<file path="src/hdl/acq_params.svh">
// Build-time sizes and latencies of the ADC capture engine.
// Included by the shared package and by every RTL file that needs a width.

`ifndef ACQ_PARAMS_SVH
`define ACQ_PARAMS_SVH

// Significant ADC bits, left-adjusted inside a wider stream slot
`define ADC_WIDTH 14
`define SAMPLE_WIDTH 16

// Samples delivered on each adcClk cycle
`define SAMPLES_PER_FRAME 2

// Capture depth in frames and number of external trigger lines
`define BUFFER_FRAMES 64
`define EVENT_LINES 4

// Cycles from the detector frame register to its trigger hit
`define TRIGGER_LATENCY 3

// Wishbone word address width
`define WB_ADDR_WIDTH 8

`endif

</file>
<file path="src/hdl/acqPkg.sv">
// Types shared by the capture engine blocks and the testbench.
// Sizes come from the parameter header.

`include "acq_params.svh"

package acqPkg;

    // One ADC conversion with the slot padding removed
    typedef logic signed [`ADC_WIDTH-1:0] adcSample_t;

    // All samples of one clock, one buffer word
    typedef adcSample_t [`SAMPLES_PER_FRAME-1:0] sampleFrame_t;

    // Frame index into the circular buffer
    typedef logic [$clog2(`BUFFER_FRAMES)-1:0] bufferAddr_t;

    // Sample position inside a frame
    typedef logic [$clog2(`SAMPLES_PER_FRAME)-1:0] laneIndex_t;

    // Wide enough to hold a full buffer of frames
    typedef logic [$clog2(`BUFFER_FRAMES):0] frameCount_t;

    typedef logic [`EVENT_LINES-1:0] eventMask_t;

    // Capture sequence, Idle must stay at zero for the status register
    typedef enum logic [2:0] {
        Idle,
        Fill,
        Armed,
        Acquire,
        Done
    } acqState_e;

endpackage

</file>
<file path="src/hdl/acqControlIf.sv">
// Control bundle between the register bank, trigger detector and sequencer.
// Carries configuration, arming and the trigger result.

`timescale 1ns/1ps

interface acqControlIf;
    import acqPkg::*;

    // Configuration from the register bank
    adcSample_t  triggerLevel;
    logic        fallingEdge;
    eventMask_t  eventEnables;
    frameCount_t pretriggerFrames;
    logic        armPulse;

    // Sequencer status
    logic        watch;
    acqState_e   state;
    bufferAddr_t triggerAddress;
    laneIndex_t  triggerLane;
    logic        donePulse;

    // Detector result
    logic        triggerHit;
    laneIndex_t  hitLane;

    modport registers (
        output triggerLevel, fallingEdge, eventEnables, pretriggerFrames, armPulse,
        input  state, triggerAddress, triggerLane, donePulse
    );
    modport detector (
        input  triggerLevel, fallingEdge, eventEnables, watch,
        output triggerHit, hitLane
    );
    modport sequencer (
        input  pretriggerFrames, armPulse, triggerHit, hitLane,
        output watch, state, triggerAddress, triggerLane, donePulse
    );
endinterface

</file>
<file path="src/hdl/wbRegisterBank.sv">
// Wishbone classic slave for trigger setup, arming, status and sample readback.
// Every access is acknowledged on the cycle after the request is seen.

`timescale 1ns/1ps
`include "acq_params.svh"

module wbRegisterBank (
    input  logic                      adcClk,
    input  logic                      reset,
    input  logic                      wbCyc,
    input  logic                      wbStb,
    input  logic                      wbWe,
    input  logic [`WB_ADDR_WIDTH-1:0] wbAdr,
    input  logic [31:0]               wbDatW,
    output logic [31:0]               wbDatR,
    output logic                      wbAck,
    acqControlIf.registers            ctrl,
    output acqPkg::bufferAddr_t       readAddress,
    input  acqPkg::sampleFrame_t      readFrame
);
    import acqPkg::*;

    localparam int AddrBits = $bits(bufferAddr_t);
    localparam int LaneBits = $bits(laneIndex_t);
    localparam int CountBits = $bits(frameCount_t);
    // Level slot, event enables, falling edge flag
    localparam int Config1Width = `SAMPLE_WIDTH + `EVENT_LINES + 1;

    localparam logic [`WB_ADDR_WIDTH-1:0] StatusAddr = 0;
    localparam logic [`WB_ADDR_WIDTH-1:0] ConfigAddr = 1;
    localparam logic [`WB_ADDR_WIDTH-1:0] PretriggerAddr = 2;
    localparam logic [`WB_ADDR_WIDTH-1:0] LocationAddr = 3;

    logic                    request;
    logic                    writeAccess;
    logic                    armWrite;
    logic                    active;
    logic                    full;
    logic [Config1Width-1:0] config1;
    laneIndex_t              sampleLane;

    // Ack blocks the held request from being taken a second time
    assign request = wbCyc && wbStb && !wbAck;
    assign writeAccess = request && wbWe;
    assign armWrite = writeAccess && (wbAdr == StatusAddr) && wbDatW[0];

    assign ctrl.triggerLevel = adcSample_t'(config1[`SAMPLE_WIDTH-1 -: `ADC_WIDTH]);
    assign ctrl.eventEnables = config1[`SAMPLE_WIDTH +: `EVENT_LINES];
    assign ctrl.fallingEdge = config1[Config1Width-1];

    // Sample window at the top half of the map, two samples per frame
    assign readAddress = wbAdr[LaneBits +: AddrBits];
    assign sampleLane = wbAdr[LaneBits-1:0];

    always_ff @(posedge adcClk) begin
        if (reset) begin
            wbAck <= 1'b0;
            ctrl.armPulse <= 1'b0;
            active <= 1'b0;
            full <= 1'b0;
            config1 <= '0;
            ctrl.pretriggerFrames <= '0;
        end else begin
            wbAck <= request;
            ctrl.armPulse <= armWrite;
            if (writeAccess && (wbAdr == ConfigAddr)) begin
                config1 <= wbDatW[Config1Width-1:0];
            end
            if (writeAccess && (wbAdr == PretriggerAddr)) begin
                ctrl.pretriggerFrames <= wbDatW[CountBits-1:0];
            end
            // A pending arm restarts the sequencer, so it outranks completion
            if (armWrite) begin
                active <= 1'b1;
                full <= 1'b0;
            end else if (ctrl.donePulse && !ctrl.armPulse) begin
                active <= 1'b0;
                full <= 1'b1;
            end
        end
    end

    // Buffer output is registered, so the sample is ready in the ack cycle
    always_comb begin
        wbDatR = '0;
        if (wbAdr[`WB_ADDR_WIDTH-1]) begin
            wbDatR[`SAMPLE_WIDTH-1 -: `ADC_WIDTH] = readFrame[sampleLane];
        end else begin
            case (wbAdr)
                StatusAddr: begin
                    wbDatR[31] = active;
                    wbDatR[30] = full;
                    wbDatR[$bits(acqState_e)-1:0] = ctrl.state;
                end
                ConfigAddr:     wbDatR[Config1Width-1:0] = config1;
                PretriggerAddr: wbDatR[CountBits-1:0] = ctrl.pretriggerFrames;
                LocationAddr:   wbDatR[AddrBits+LaneBits-1:0] = {ctrl.triggerAddress,
                                                                 ctrl.triggerLane};
                default: ;
            endcase
        end
    end

    ackSingleCycle: assert property (@(posedge adcClk) disable iff (reset)
        wbAck |=> !wbAck);

endmodule

</file>
<file path="src/hdl/triggerDetector.sv">
// Extracts samples from the stream and looks for a level or event trigger.
// The frame goes on to the sequencer; hits go out through the control bundle.

`timescale 1ns/1ps
`include "acq_params.svh"

module triggerDetector (
    input  logic                                      adcClk,
    input  logic                                      reset,
    input  logic                                      axiValid,
    input  logic [`SAMPLES_PER_FRAME*`SAMPLE_WIDTH-1:0] axiData,
    input  acqPkg::eventMask_t                        eventStrobes,
    acqControlIf.detector                             ctrl,
    output logic                                      frameValid,
    output acqPkg::sampleFrame_t                      frame
);
    import acqPkg::*;

    localparam int Lanes = `SAMPLES_PER_FRAME;
    localparam int AdcShift = `SAMPLE_WIDTH - `ADC_WIDTH;

    logic [Lanes-1:0] above;
    logic [Lanes-1:0] below;
    logic [Lanes-1:0] selectedFlags;
    logic [Lanes-1:0] laneFlags;
    logic             beenIdle;
    logic             hitTaken;
    logic             eventHit;
    logic             levelHit;
    laneIndex_t       lowestLane;

    always_ff @(posedge adcClk) begin
        for (int i = 0; i < Lanes; i++) begin
            frame[i] <= axiData[i*`SAMPLE_WIDTH + AdcShift +: `ADC_WIDTH];
            above[i] <= frame[i] > ctrl.triggerLevel;
            below[i] <= frame[i] < ctrl.triggerLevel;
        end
        laneFlags <= selectedFlags;
        ctrl.hitLane <= eventHit ? '0 : lowestLane;
    end

    assign selectedFlags = ctrl.fallingEdge ? below : above;
    assign eventHit = |(ctrl.eventEnables & eventStrobes);
    // Idle frame must have been flagged ahead of the crossing frame
    assign levelHit = beenIdle && (|laneFlags);

    // Earliest sample in the frame wins
    always_comb begin
        lowestLane = '0;
        for (int i = Lanes - 1; i >= 0; i--) begin
            if (laneFlags[i]) begin
                lowestLane = laneIndex_t'(i);
            end
        end
    end

    always_ff @(posedge adcClk) begin
        if (reset) begin
            frameValid <= 1'b0;
            beenIdle <= 1'b0;
            hitTaken <= 1'b0;
            ctrl.triggerHit <= 1'b0;
        end else begin
            frameValid <= axiValid;
            ctrl.triggerHit <= 1'b0;
            if (!ctrl.watch) begin
                beenIdle <= 1'b0;
                hitTaken <= 1'b0;
            end else begin
                if (selectedFlags == '0) begin
                    beenIdle <= 1'b1;
                end
                // One hit per watch window
                if (!hitTaken && (eventHit || levelHit)) begin
                    ctrl.triggerHit <= 1'b1;
                    hitTaken <= 1'b1;
                end
            end
        end
    end

    hitOnlyWhileWatching: assert property (@(posedge adcClk) disable iff (reset)
        ctrl.triggerHit |-> ctrl.watch);

endmodule

</file>
<file path="src/hdl/captureSequencer.sv">
// Capture FSM: fills the pretrigger history, waits for a hit, then
// writes the posttrigger frames into the circular buffer.

`timescale 1ns/1ps
`include "acq_params.svh"

module captureSequencer (
    input  logic                 adcClk,
    input  logic                 reset,
    input  logic                 frameValid,
    input  acqPkg::sampleFrame_t frame,
    acqControlIf.sequencer       ctrl,
    output logic                 writeEnable,
    output acqPkg::bufferAddr_t  writeAddress,
    output acqPkg::sampleFrame_t writeFrame
);
    import acqPkg::*;

    // Trigger frame plus the frames behind it in the detector are already written
    localparam int PostOverhead = `TRIGGER_LATENCY + 1;

    acqState_e   state;
    frameCount_t fillRemaining;
    frameCount_t postRemaining;
    frameCount_t postLoad;
    logic        armAccepted;

    assign ctrl.state = state;
    assign ctrl.donePulse = (state == Done);
    assign writeFrame = frame;
    assign armAccepted = ctrl.armPulse && ((state == Idle) || (state == Done));

    always_comb begin
        if (int'(ctrl.pretriggerFrames) + PostOverhead < `BUFFER_FRAMES) begin
            postLoad = frameCount_t'(`BUFFER_FRAMES - PostOverhead -
                                     int'(ctrl.pretriggerFrames));
        end else begin
            postLoad = '0;
        end
    end

    always_comb begin
        case (state)
            Fill, Armed: writeEnable = frameValid;
            Acquire:     writeEnable = frameValid && (postRemaining != '0);
            default:     writeEnable = 1'b0;
        endcase
    end

    //////////////////////////////////////////////////////////////////////
    // State machine and write addressing

    always_ff @(posedge adcClk) begin
        if (reset) begin
            state <= Idle;
            ctrl.watch <= 1'b0;
            writeAddress <= '0;
            fillRemaining <= '0;
            postRemaining <= '0;
        end else begin
            if (writeEnable) begin
                writeAddress <= writeAddress + 1'b1;
            end
            case (state)
                Idle, Done: begin
                    state <= armAccepted ? Fill : Idle;
                    fillRemaining <= ctrl.pretriggerFrames;
                end
                Fill: begin
                    if (fillRemaining == '0) begin
                        state <= Armed;
                        ctrl.watch <= 1'b1;
                    end else if (frameValid) begin
                        fillRemaining <= fillRemaining - 1'b1;
                    end
                end
                Armed: begin
                    if (ctrl.triggerHit) begin
                        state <= Acquire;
                        ctrl.watch <= 1'b0;
                        // Frame that held the triggering sample
                        ctrl.triggerAddress <= writeAddress -
                                               bufferAddr_t'(`TRIGGER_LATENCY);
                        ctrl.triggerLane <= ctrl.hitLane;
                        postRemaining <= postLoad;
                    end
                end
                Acquire: begin
                    if (postRemaining == '0) begin
                        state <= Done;
                    end else if (frameValid) begin
                        postRemaining <= postRemaining - 1'b1;
                    end
                end
                default: state <= Idle;
            endcase
        end
    end

    noWriteWhenIdle: assert property (@(posedge adcClk) disable iff (reset)
        (state == Idle) |-> !writeEnable);
    doneIsPulse: assert property (@(posedge adcClk) disable iff (reset)
        ctrl.donePulse |=> !ctrl.donePulse);

endmodule

</file>
<file path="src/hdl/frameBuffer.sv">
// Circular capture memory, one frame per word.
// Written by the sequencer, read back through the register bank.

`timescale 1ns/1ps
`include "acq_params.svh"

module frameBuffer (
    input  logic                 adcClk,
    input  logic                 writeEnable,
    input  acqPkg::bufferAddr_t  writeAddress,
    input  acqPkg::sampleFrame_t writeFrame,
    input  acqPkg::bufferAddr_t  readAddress,
    output acqPkg::sampleFrame_t readFrame
);
    import acqPkg::*;

    sampleFrame_t memory [`BUFFER_FRAMES];

    // Write port
    always_ff @(posedge adcClk) begin
        if (writeEnable) begin
            memory[writeAddress] <= writeFrame;
        end
    end

    // Registered read port, maps onto block RAM output register
    always_ff @(posedge adcClk) begin
        readFrame <= memory[readAddress];
    end

endmodule

</file>
<file path="src/hdl/acquisitionTop.sv">
// ADC capture engine top level with plain stream, event and Wishbone ports.
// Everything runs on adcClk.

`timescale 1ns/1ps
`include "acq_params.svh"

module acquisitionTop (
    input  logic                                        adcClk,
    input  logic                                        reset,
    input  logic                                        axiValid,
    input  logic [`SAMPLES_PER_FRAME*`SAMPLE_WIDTH-1:0] axiData,
    input  acqPkg::eventMask_t                          eventStrobes,
    input  logic                                        wbCyc,
    input  logic                                        wbStb,
    input  logic                                        wbWe,
    input  logic [`WB_ADDR_WIDTH-1:0]                   wbAdr,
    input  logic [31:0]                                 wbDatW,
    output logic [31:0]                                 wbDatR,
    output logic                                        wbAck
);
    import acqPkg::*;

    acqControlIf ctrl ();

    logic         frameValid;
    sampleFrame_t frame;
    logic         writeEnable;
    bufferAddr_t  writeAddress;
    sampleFrame_t writeFrame;
    bufferAddr_t  readAddress;
    sampleFrame_t readFrame;

    triggerDetector trigDetector (.adcClk, .reset, .axiValid, .axiData, .eventStrobes,
        .ctrl(ctrl), .frameValid, .frame);

    captureSequencer capSequencer (.adcClk, .reset, .frameValid, .frame, .ctrl(ctrl),
        .writeEnable, .writeAddress, .writeFrame);

    frameBuffer frameRam (.adcClk, .writeEnable, .writeAddress, .writeFrame,
        .readAddress, .readFrame);

    wbRegisterBank regBank (.adcClk, .reset, .wbCyc, .wbStb, .wbWe, .wbAdr, .wbDatW,
        .wbDatR, .wbAck, .ctrl(ctrl), .readAddress, .readFrame);

endmodule

</file>
<file path="config.mk">
export PLATFORM = sky130hd
export DESIGN_NAME = acquisitionTop
export DESIGN_NICKNAME = d
export VERILOG_FILES = /design/src/hdl/acqPkg.sv /design/src/hdl/acqControlIf.sv /design/src/hdl/wbRegisterBank.sv /design/src/hdl/triggerDetector.sv /design/src/hdl/captureSequencer.sv /design/src/hdl/frameBuffer.sv /design/src/hdl/acquisitionTop.sv
export VERILOG_INCLUDE_DIRS = /design/src /design/src/hdl
export SDC_FILE = /design/constraint.sdc
export NUM_CORES = 2
export LEC_CHECK = 0
export BUFFER_PORTS_ARGS = -buffer_cell sky130_fd_sc_hd__buf_2
export CAP_MARGIN = 20
export CORE_MARGIN = 3
export CORE_UTILIZATION = 50
export CTS_CLUSTER_SIZE = 10
export DETAILED_ROUTE_END_ITERATION = 10
export GPL_ROUTABILITY_DRIVEN = 0
export GPL_TIMING_DRIVEN = 0
export HOLD_SLACK_MARGIN = 0.15
export PLACE_DENSITY = 0.71
export SYNTH_ARGS = -nofsm -noshare
export SYNTH_HDL_FRONTEND = slang
export SYNTH_SLANG_ARGS = --single-unit
</file>
<file path="constraint.sdc">
create_clock -name adcClk -period 4.2 [get_ports adcClk]
set_input_delay 0.42 -clock adcClk [delete_from_list [all_inputs] [get_ports adcClk]]
set_output_delay 0.42 -clock adcClk [all_outputs]
set_load 0.02 [all_outputs]
</file>
* Yosys cells after proc, flatten, opt, wreduce, memory -nomap -nowiden *
Memory sizes are Yosys's and may differ from the RTL's. A register that Yosys moved wholly into a read port is not among the register bits.
Cells that the tools add are included.

word-level totals
  register bits after elaboration = 102
  memory bits (writable) = 1792
  input port bits = 82
  output and inout bits = 33
  word-level logic and storage cells = 126
  memories = 1

memory list
  memory           words  bits a word  read ports  clocked after memory_dff  write ports  RTL line           source
  frameRam.memory  64     28           1           1                         1            frameBuffer.sv:17  sampleFrame_t memory [`BUFFER_FRAMES];

cells by class
  add/subtract/negate cells = 6
  $lt $le $gt $ge = 6
  eq/ne operators = 14
  muxes and demuxes = 34
  bitwise operators = 3
  reduce and logical (&&, ||, !) cells = 39

operator list
  operator             count
  $mux 14              4
  $mux 7               6
  $lt 32x8->1 const B  1
  $gt 14x14->1         2
  $lt 14x14->1         2
  $pmux 7 s2           2
  $pmux 3 s4           2
  $eq 8x2->1 const B   2
  $logic_not 7->1      2
  $sub 7x1->7 const B  2
  $logic_and 1x1->1    12
  $pmux 4 s3           1
  $reduce_and 3->1     4
  $ne 2x2->1 const B   5
  $reduce_or 2->1      5
  $mux 1               9
  $mux 3               3
  $add 7x3->8 const B  1
  $eq 8x1->1 const B   1
  $logic_not 8->1      1
  $mux 2               4
  $reduce_bool 2->1    4
  $reduce_bool 7->1    1
  $sub 6x7->7 const A  1
  18 further kinds     25

* Depth between registers and ports, before layout *
  word-level depth = 6
  gate-level depth with buffers = 11

* Modules after synthesis *
Synthesis repeated with hierarchy kept, for this count alone.

unflattened totals
  cell total of the unflattened synthesis = 3750
  area, all modules = 74970.7 µm²

modules (own cells, without submodules)
  module            times used  cells each  area each (µm²)  seq. area each (µm²)
  frameBuffer       1           3105        69188.9          54372.1
  captureSequencer  1           256         2149.6           690.7
  wbRegisterBank    1           240         2047.0           640.6
  triggerDetector   1           149         1585.3           780.7

* Least setup slack after synthesis *
OpenSTA, ideal clock, no wires.

  path type = flip-flop to flip-flop
  from = register capSequencer.postRemaining[0]
  to = memory frameRam.memory[17][0] in the netlist's numbering, enable pin
  library setup time = 413 ps
  data arrival time = 2897 ps
  required time = 3787 ps
  slack = 890 ps
  cell stages (with the launch flop) = 8
  cell sequence = dfxtp_1 inv_1 ha_1 and4b_1 a31o_2 or4_1 clkbuf_1 nor2_1

between the ends
  longest elaborated chain between the ends = 5

RTL lines
  what                          RTL line                source
  start, declared               captureSequencer.sv:24  frameCount_t postRemaining;
  start signal, assigned        captureSequencer.sv:85  postRemaining <= postLoad;
  start signal, assigned        captureSequencer.sv:92  postRemaining <= postRemaining - 1'b1;
  $reduce_bool 7->1             captureSequencer.sv:45  Acquire: writeEnable = frameValid && (postRemaining != '0);
  $logic_and 1x1->1             captureSequencer.sv:45
  $pmux 1 s2                    captureSequencer.sv:43  case (state)
  $mux 1                        frameBuffer.sv:21       if (writeEnable) begin
  $mux 1 (implied by the code)  frameBuffer.sv:22       memory[writeAddress] <= writeFrame;
  end, declared                 frameBuffer.sv:17

No other way between the ends.

* Worst setup path after layout *
  from = register capSequencer.postRemaining[0]
  to = memory frameRam.memory[30][22] in the netlist's numbering, enable pin

Same word-level chain as after synthesis.

==> flow_metrics.env <==
export IMPL_clock_sink_count=1922
export IMPL_grt_overflow=0
export IMPL_drtPass1Iterations=8
export IMPL_status="complete, no violations"
export IMPL_rsz0062_at_grt="no"
export IMPL_clk_pin_slew_ns=0.06
export IMPL_via_per_inst=6.45
export IMPL_synth_edf_count=1799
export IMPL_drcViolationCount=0
export IMPL_ir_worst_vdd_uv=345
export IMPL_muxShareOfSynthArea_pct=16.0
export IMPL_grt_usage_pct=27.4
export IMPL_fin_worst_skew_ns=0.0645
export IMPL_first_global_vias=38582
export IMPL_drive_above_1_share_pct=26.2
export IMPL_synthFlopType="edfxtp_1"
export IMPL_hpwl_um=136000
export IMPL_synthArstFlopShare_pct=0
export IMPL_leakage_nw=27.3
export IMPL_synth_cell_area_sq_mm=0.0739
export IMPL_rows=140
export IMPL_yosys_register_bits=1922
export IMPL_io_buffers=86
export IMPL_grt_max_degree=66
export IMPL_hold_slack_ns=0.185
export IMPL_cts_resized=0
export IMPL_nFillCells=10031
export IMPL_critical_path_class="flip-flop to flip-flop"
export IMPL_hold_class="input port to flip-flop"
export IMPL_cts_tree="yes"
export IMPL_synth_simple_area_share_pct=2.14
export IMPL_num_nets_final=4091
export IMPL_syn_mean_instance_area_sq_um=21.0
export IMPL_setup_worst_path_end_class="flip-flop"
export IMPL_final_cell_mix="edfxtp_1 (1799), mux4_2 (456), clkbuf_16 (214)"
export IMPL_die_h_um=390
export IMPL_maxCapViolations=0
export IMPL_ctsRootBufferMaster="clkbuf_16"
export IMPL_startpoint_type="flip-flop"
export IMPL_die_w_um=390
export IMPL_grt_antenna_before_repair=11
export IMPL_drt_iter0_drc=5037
export IMPL_relSlewSlack_pct=21.4
export IMPL_yosysSeqAreaShare_pct=76.4
export IMPL_die_area_sq_mm=0.152
export IMPL_vias=38941
export IMPL_syn2layout_area_growth_pct=16.2
export IMPL_max_freq_mhz=247
export IMPL_hold_violations=0
export IMPL_final_common_cell="edfxtp_1"
export IMPL_grt_pass1_wl_um=290000
export IMPL_dpl_cell_count=5618
export IMPL_utilization_pct=58.7
export IMPL_critPathRequiredTime_ns=4.73
export IMPL_synth_compound_area_share_pct=3.10
export IMPL_worstSkewPairLatency_ns=0.87
export IMPL_drtAntennaViolNets=0
export IMPL_synth_xor_area_share_pct=0.107
export IMPL_power_density_mw_per_mm2=464
export IMPL_start_util_pct=50.5
export IMPL_numCtsBuffers=212
export IMPL_synth_cells=3520
export IMPL_tightest_slew_ns=1.18
export IMPL_setup_violations_final=0
export IMPL_ios=115
export IMPL_worst_path_max_fanout=15
export IMPL_routed_wirelength_um=207000
export IMPL_final_cell_count_no_fill=6034
export IMPL_synth_cell_types=60
export IMPL_arrival_ns=4.58
export IMPL_htreeDepth=4
export IMPL_clock_path_buffers=3
export IMPL_multi_input_area_sq_mm=0.0167
export IMPL_synth_adder_area_share_pct=0.576
export IMPL_post_route_period_util_pct=96.4
export IMPL_synth_top_family_by_area="multiplexers"
export IMPL_core_area_sq_mm=0.146
export IMPL_yosysWarnings=0
export IMPL_wl_per_cell_um=34.3
export IMPL_fin_crit_ns=4.05
export IMPL_setup_tns_ns=0
export IMPL_seqCellArea_sq_mm=0.0565
export IMPL_drv_slew=0
## sequential cells by signal, summed over array words and instances, names as in the netlist, 2 cells and up
register and count:
capSequencer.postRemaining 7, capSequencer.writeAddress 6, capSequencer.fillRemaining 7, regBank.ctrl.pretriggerFrames 7, frameRam.memory 1792, frameRam.readFrame 28, regBank.config1 21, trigDetector.frame 28
capSequencer.ctrl.state 3, trigDetector.below 2, trigDetector.above 2, capSequencer.ctrl.triggerAddress 6, trigDetector.laneFlags 2
## routing by layer
metal / GRT usage (%) / wire [um] / vias up
met2: 41.7 / 96000 / 2727
met3: 7.80 / 25600 / 477
met1: 36.3 / 73600 / 20212
met4: 14.0 / 12000 / 2
li1: - / - / 15523
met5: 0 / 13 / -
## final timing paths
check / end / cells after the start / slack (ns) / start
min reg2reg: trigDetector.ctrl.hitLane$_SDFF_PP0_ / 1 / 0.43 / trigDetector.laneFlags[0]$_DFF_P_
min: regBank.config1[20]$_SDFFE_PP0P_ / 5 / 0.19 / wbWe
max reg2reg: frameRam.memory[30][22]$_DFFE_PP_ / 8 / 0.15 / capSequencer.postRemaining[0]$_SDFFE_PP0P_
max: frameRam.memory[30][22]$_DFFE_PP_ / 8 / 0.15 / capSequencer.postRemaining[0]$_SDFFE_PP0P_
## logic make-up (layout without fill, tap and decap cells)
group           after synthesis  in the layout
flops                      1922           1922
mux                         611            611
simple gates                357            357
compound gates              351            351
buf+inv                     235            815
fa+ha+maj                    34             34
xor+xnor                      9              9
other cells                   1             18
## worst max-delay path: stages, from the launching register on
cell	delay (ns)
dfxtp_1	0.42
inv_1	0.09
ha_1	0.23
and4b_1	0.23
a31o_2	0.33
nor2_1	0.34
nand3_1	0.87
nor2_4	0.94
buf_16	0.24
## report_power, final
part	switching (mW)	total (mW)	leakage (nW)	internal [mW]
Sequential	0.237	21.2	17.2	21.0
Combinational	1.20	1.95	7.24	0.747
Clock	7.26	16.7	2.90	9.41
Total	8.69	39.8	27.3	31.1
## Yosys cell counts, types with 3 or more instances
cell type     n  area [sq um]
buf_6        16           180
o211ai_1      5          37.5
nor2_1      152           571
a22o_1       11          96.3
nor2b_1       8          50.1
nor3_1       20           100
a31oi_1      13          81.3
buf_4        38           285
mux4_2      456         10300
mux2i_1     139          1390
nand4_1       5          31.3
nand3_1      25           125
buf_2        44           220
nor3b_1       3          22.5
mux2_2       16           180
buf_1        21          78.8
a221oi_1     26           228
a21oi_1      94           470
a22oi_1      48           360
a221o_1       4          40.0
nor4_1        5          31.3
a211oi_1     23           173
o21a_1        3          22.5
a21o_1        7          52.6
and3_1        8          50.1
edfxtp_1   1799         54000
or3_1         3          18.8
nand2b_1      4          25.0
ha_1         34           425
xor2_1        6          52.6
nand3b_1      3          22.5
clkbuf_1     80           300
o21ai_1      16          80.1
inv_1        36           135
o21ai_0      51           255
or2_2         4          25.0
and2_1       12          75.1
nand2_1      97           364
xnor2_1       3          26.3
o22ai_1      19           119
o221ai_1     16           140
dfxtp_1     123          2460
## area by class of cell
| cell class | count | area share, % |
|---|---|---|
| Tap cell | 1917 | 2.79 |
| Multi-Input combinational cell | 1371 | 19.5 |
| Antenna cell | 9 | 0.0262 |
| Clock inverter | 18 | 0.284 |
| Timing Repair Buffer | 233 | 3.38 |
| Clock buffer | 329 | 6.76 |
| Sequential cell | 1922 | 65.9 |
| Buffer | 199 | 1.24 |
| Inverter | 36 | 0.157 |
## stage by stage
step           power [mW]  area [sq um]  worst slack (ns)
2_1_floorplan        22.5         73900             0.890
3_3_place_gp         23.4         76800             -1.29
3_5_place_dp         23.5         79200             0.325
4_1_cts              39.9         85800             0.294
5_1_grt              40.8         85800             0.114
6_report             39.8         85800             0.149
## what timing repair did
action / CTS / global route
setup buffers: 0 / 0
hold buffers: 58 / 0
hold endpoints to repair: 65 / 0
Note: power is estimated with default switching activity, not from simulation.
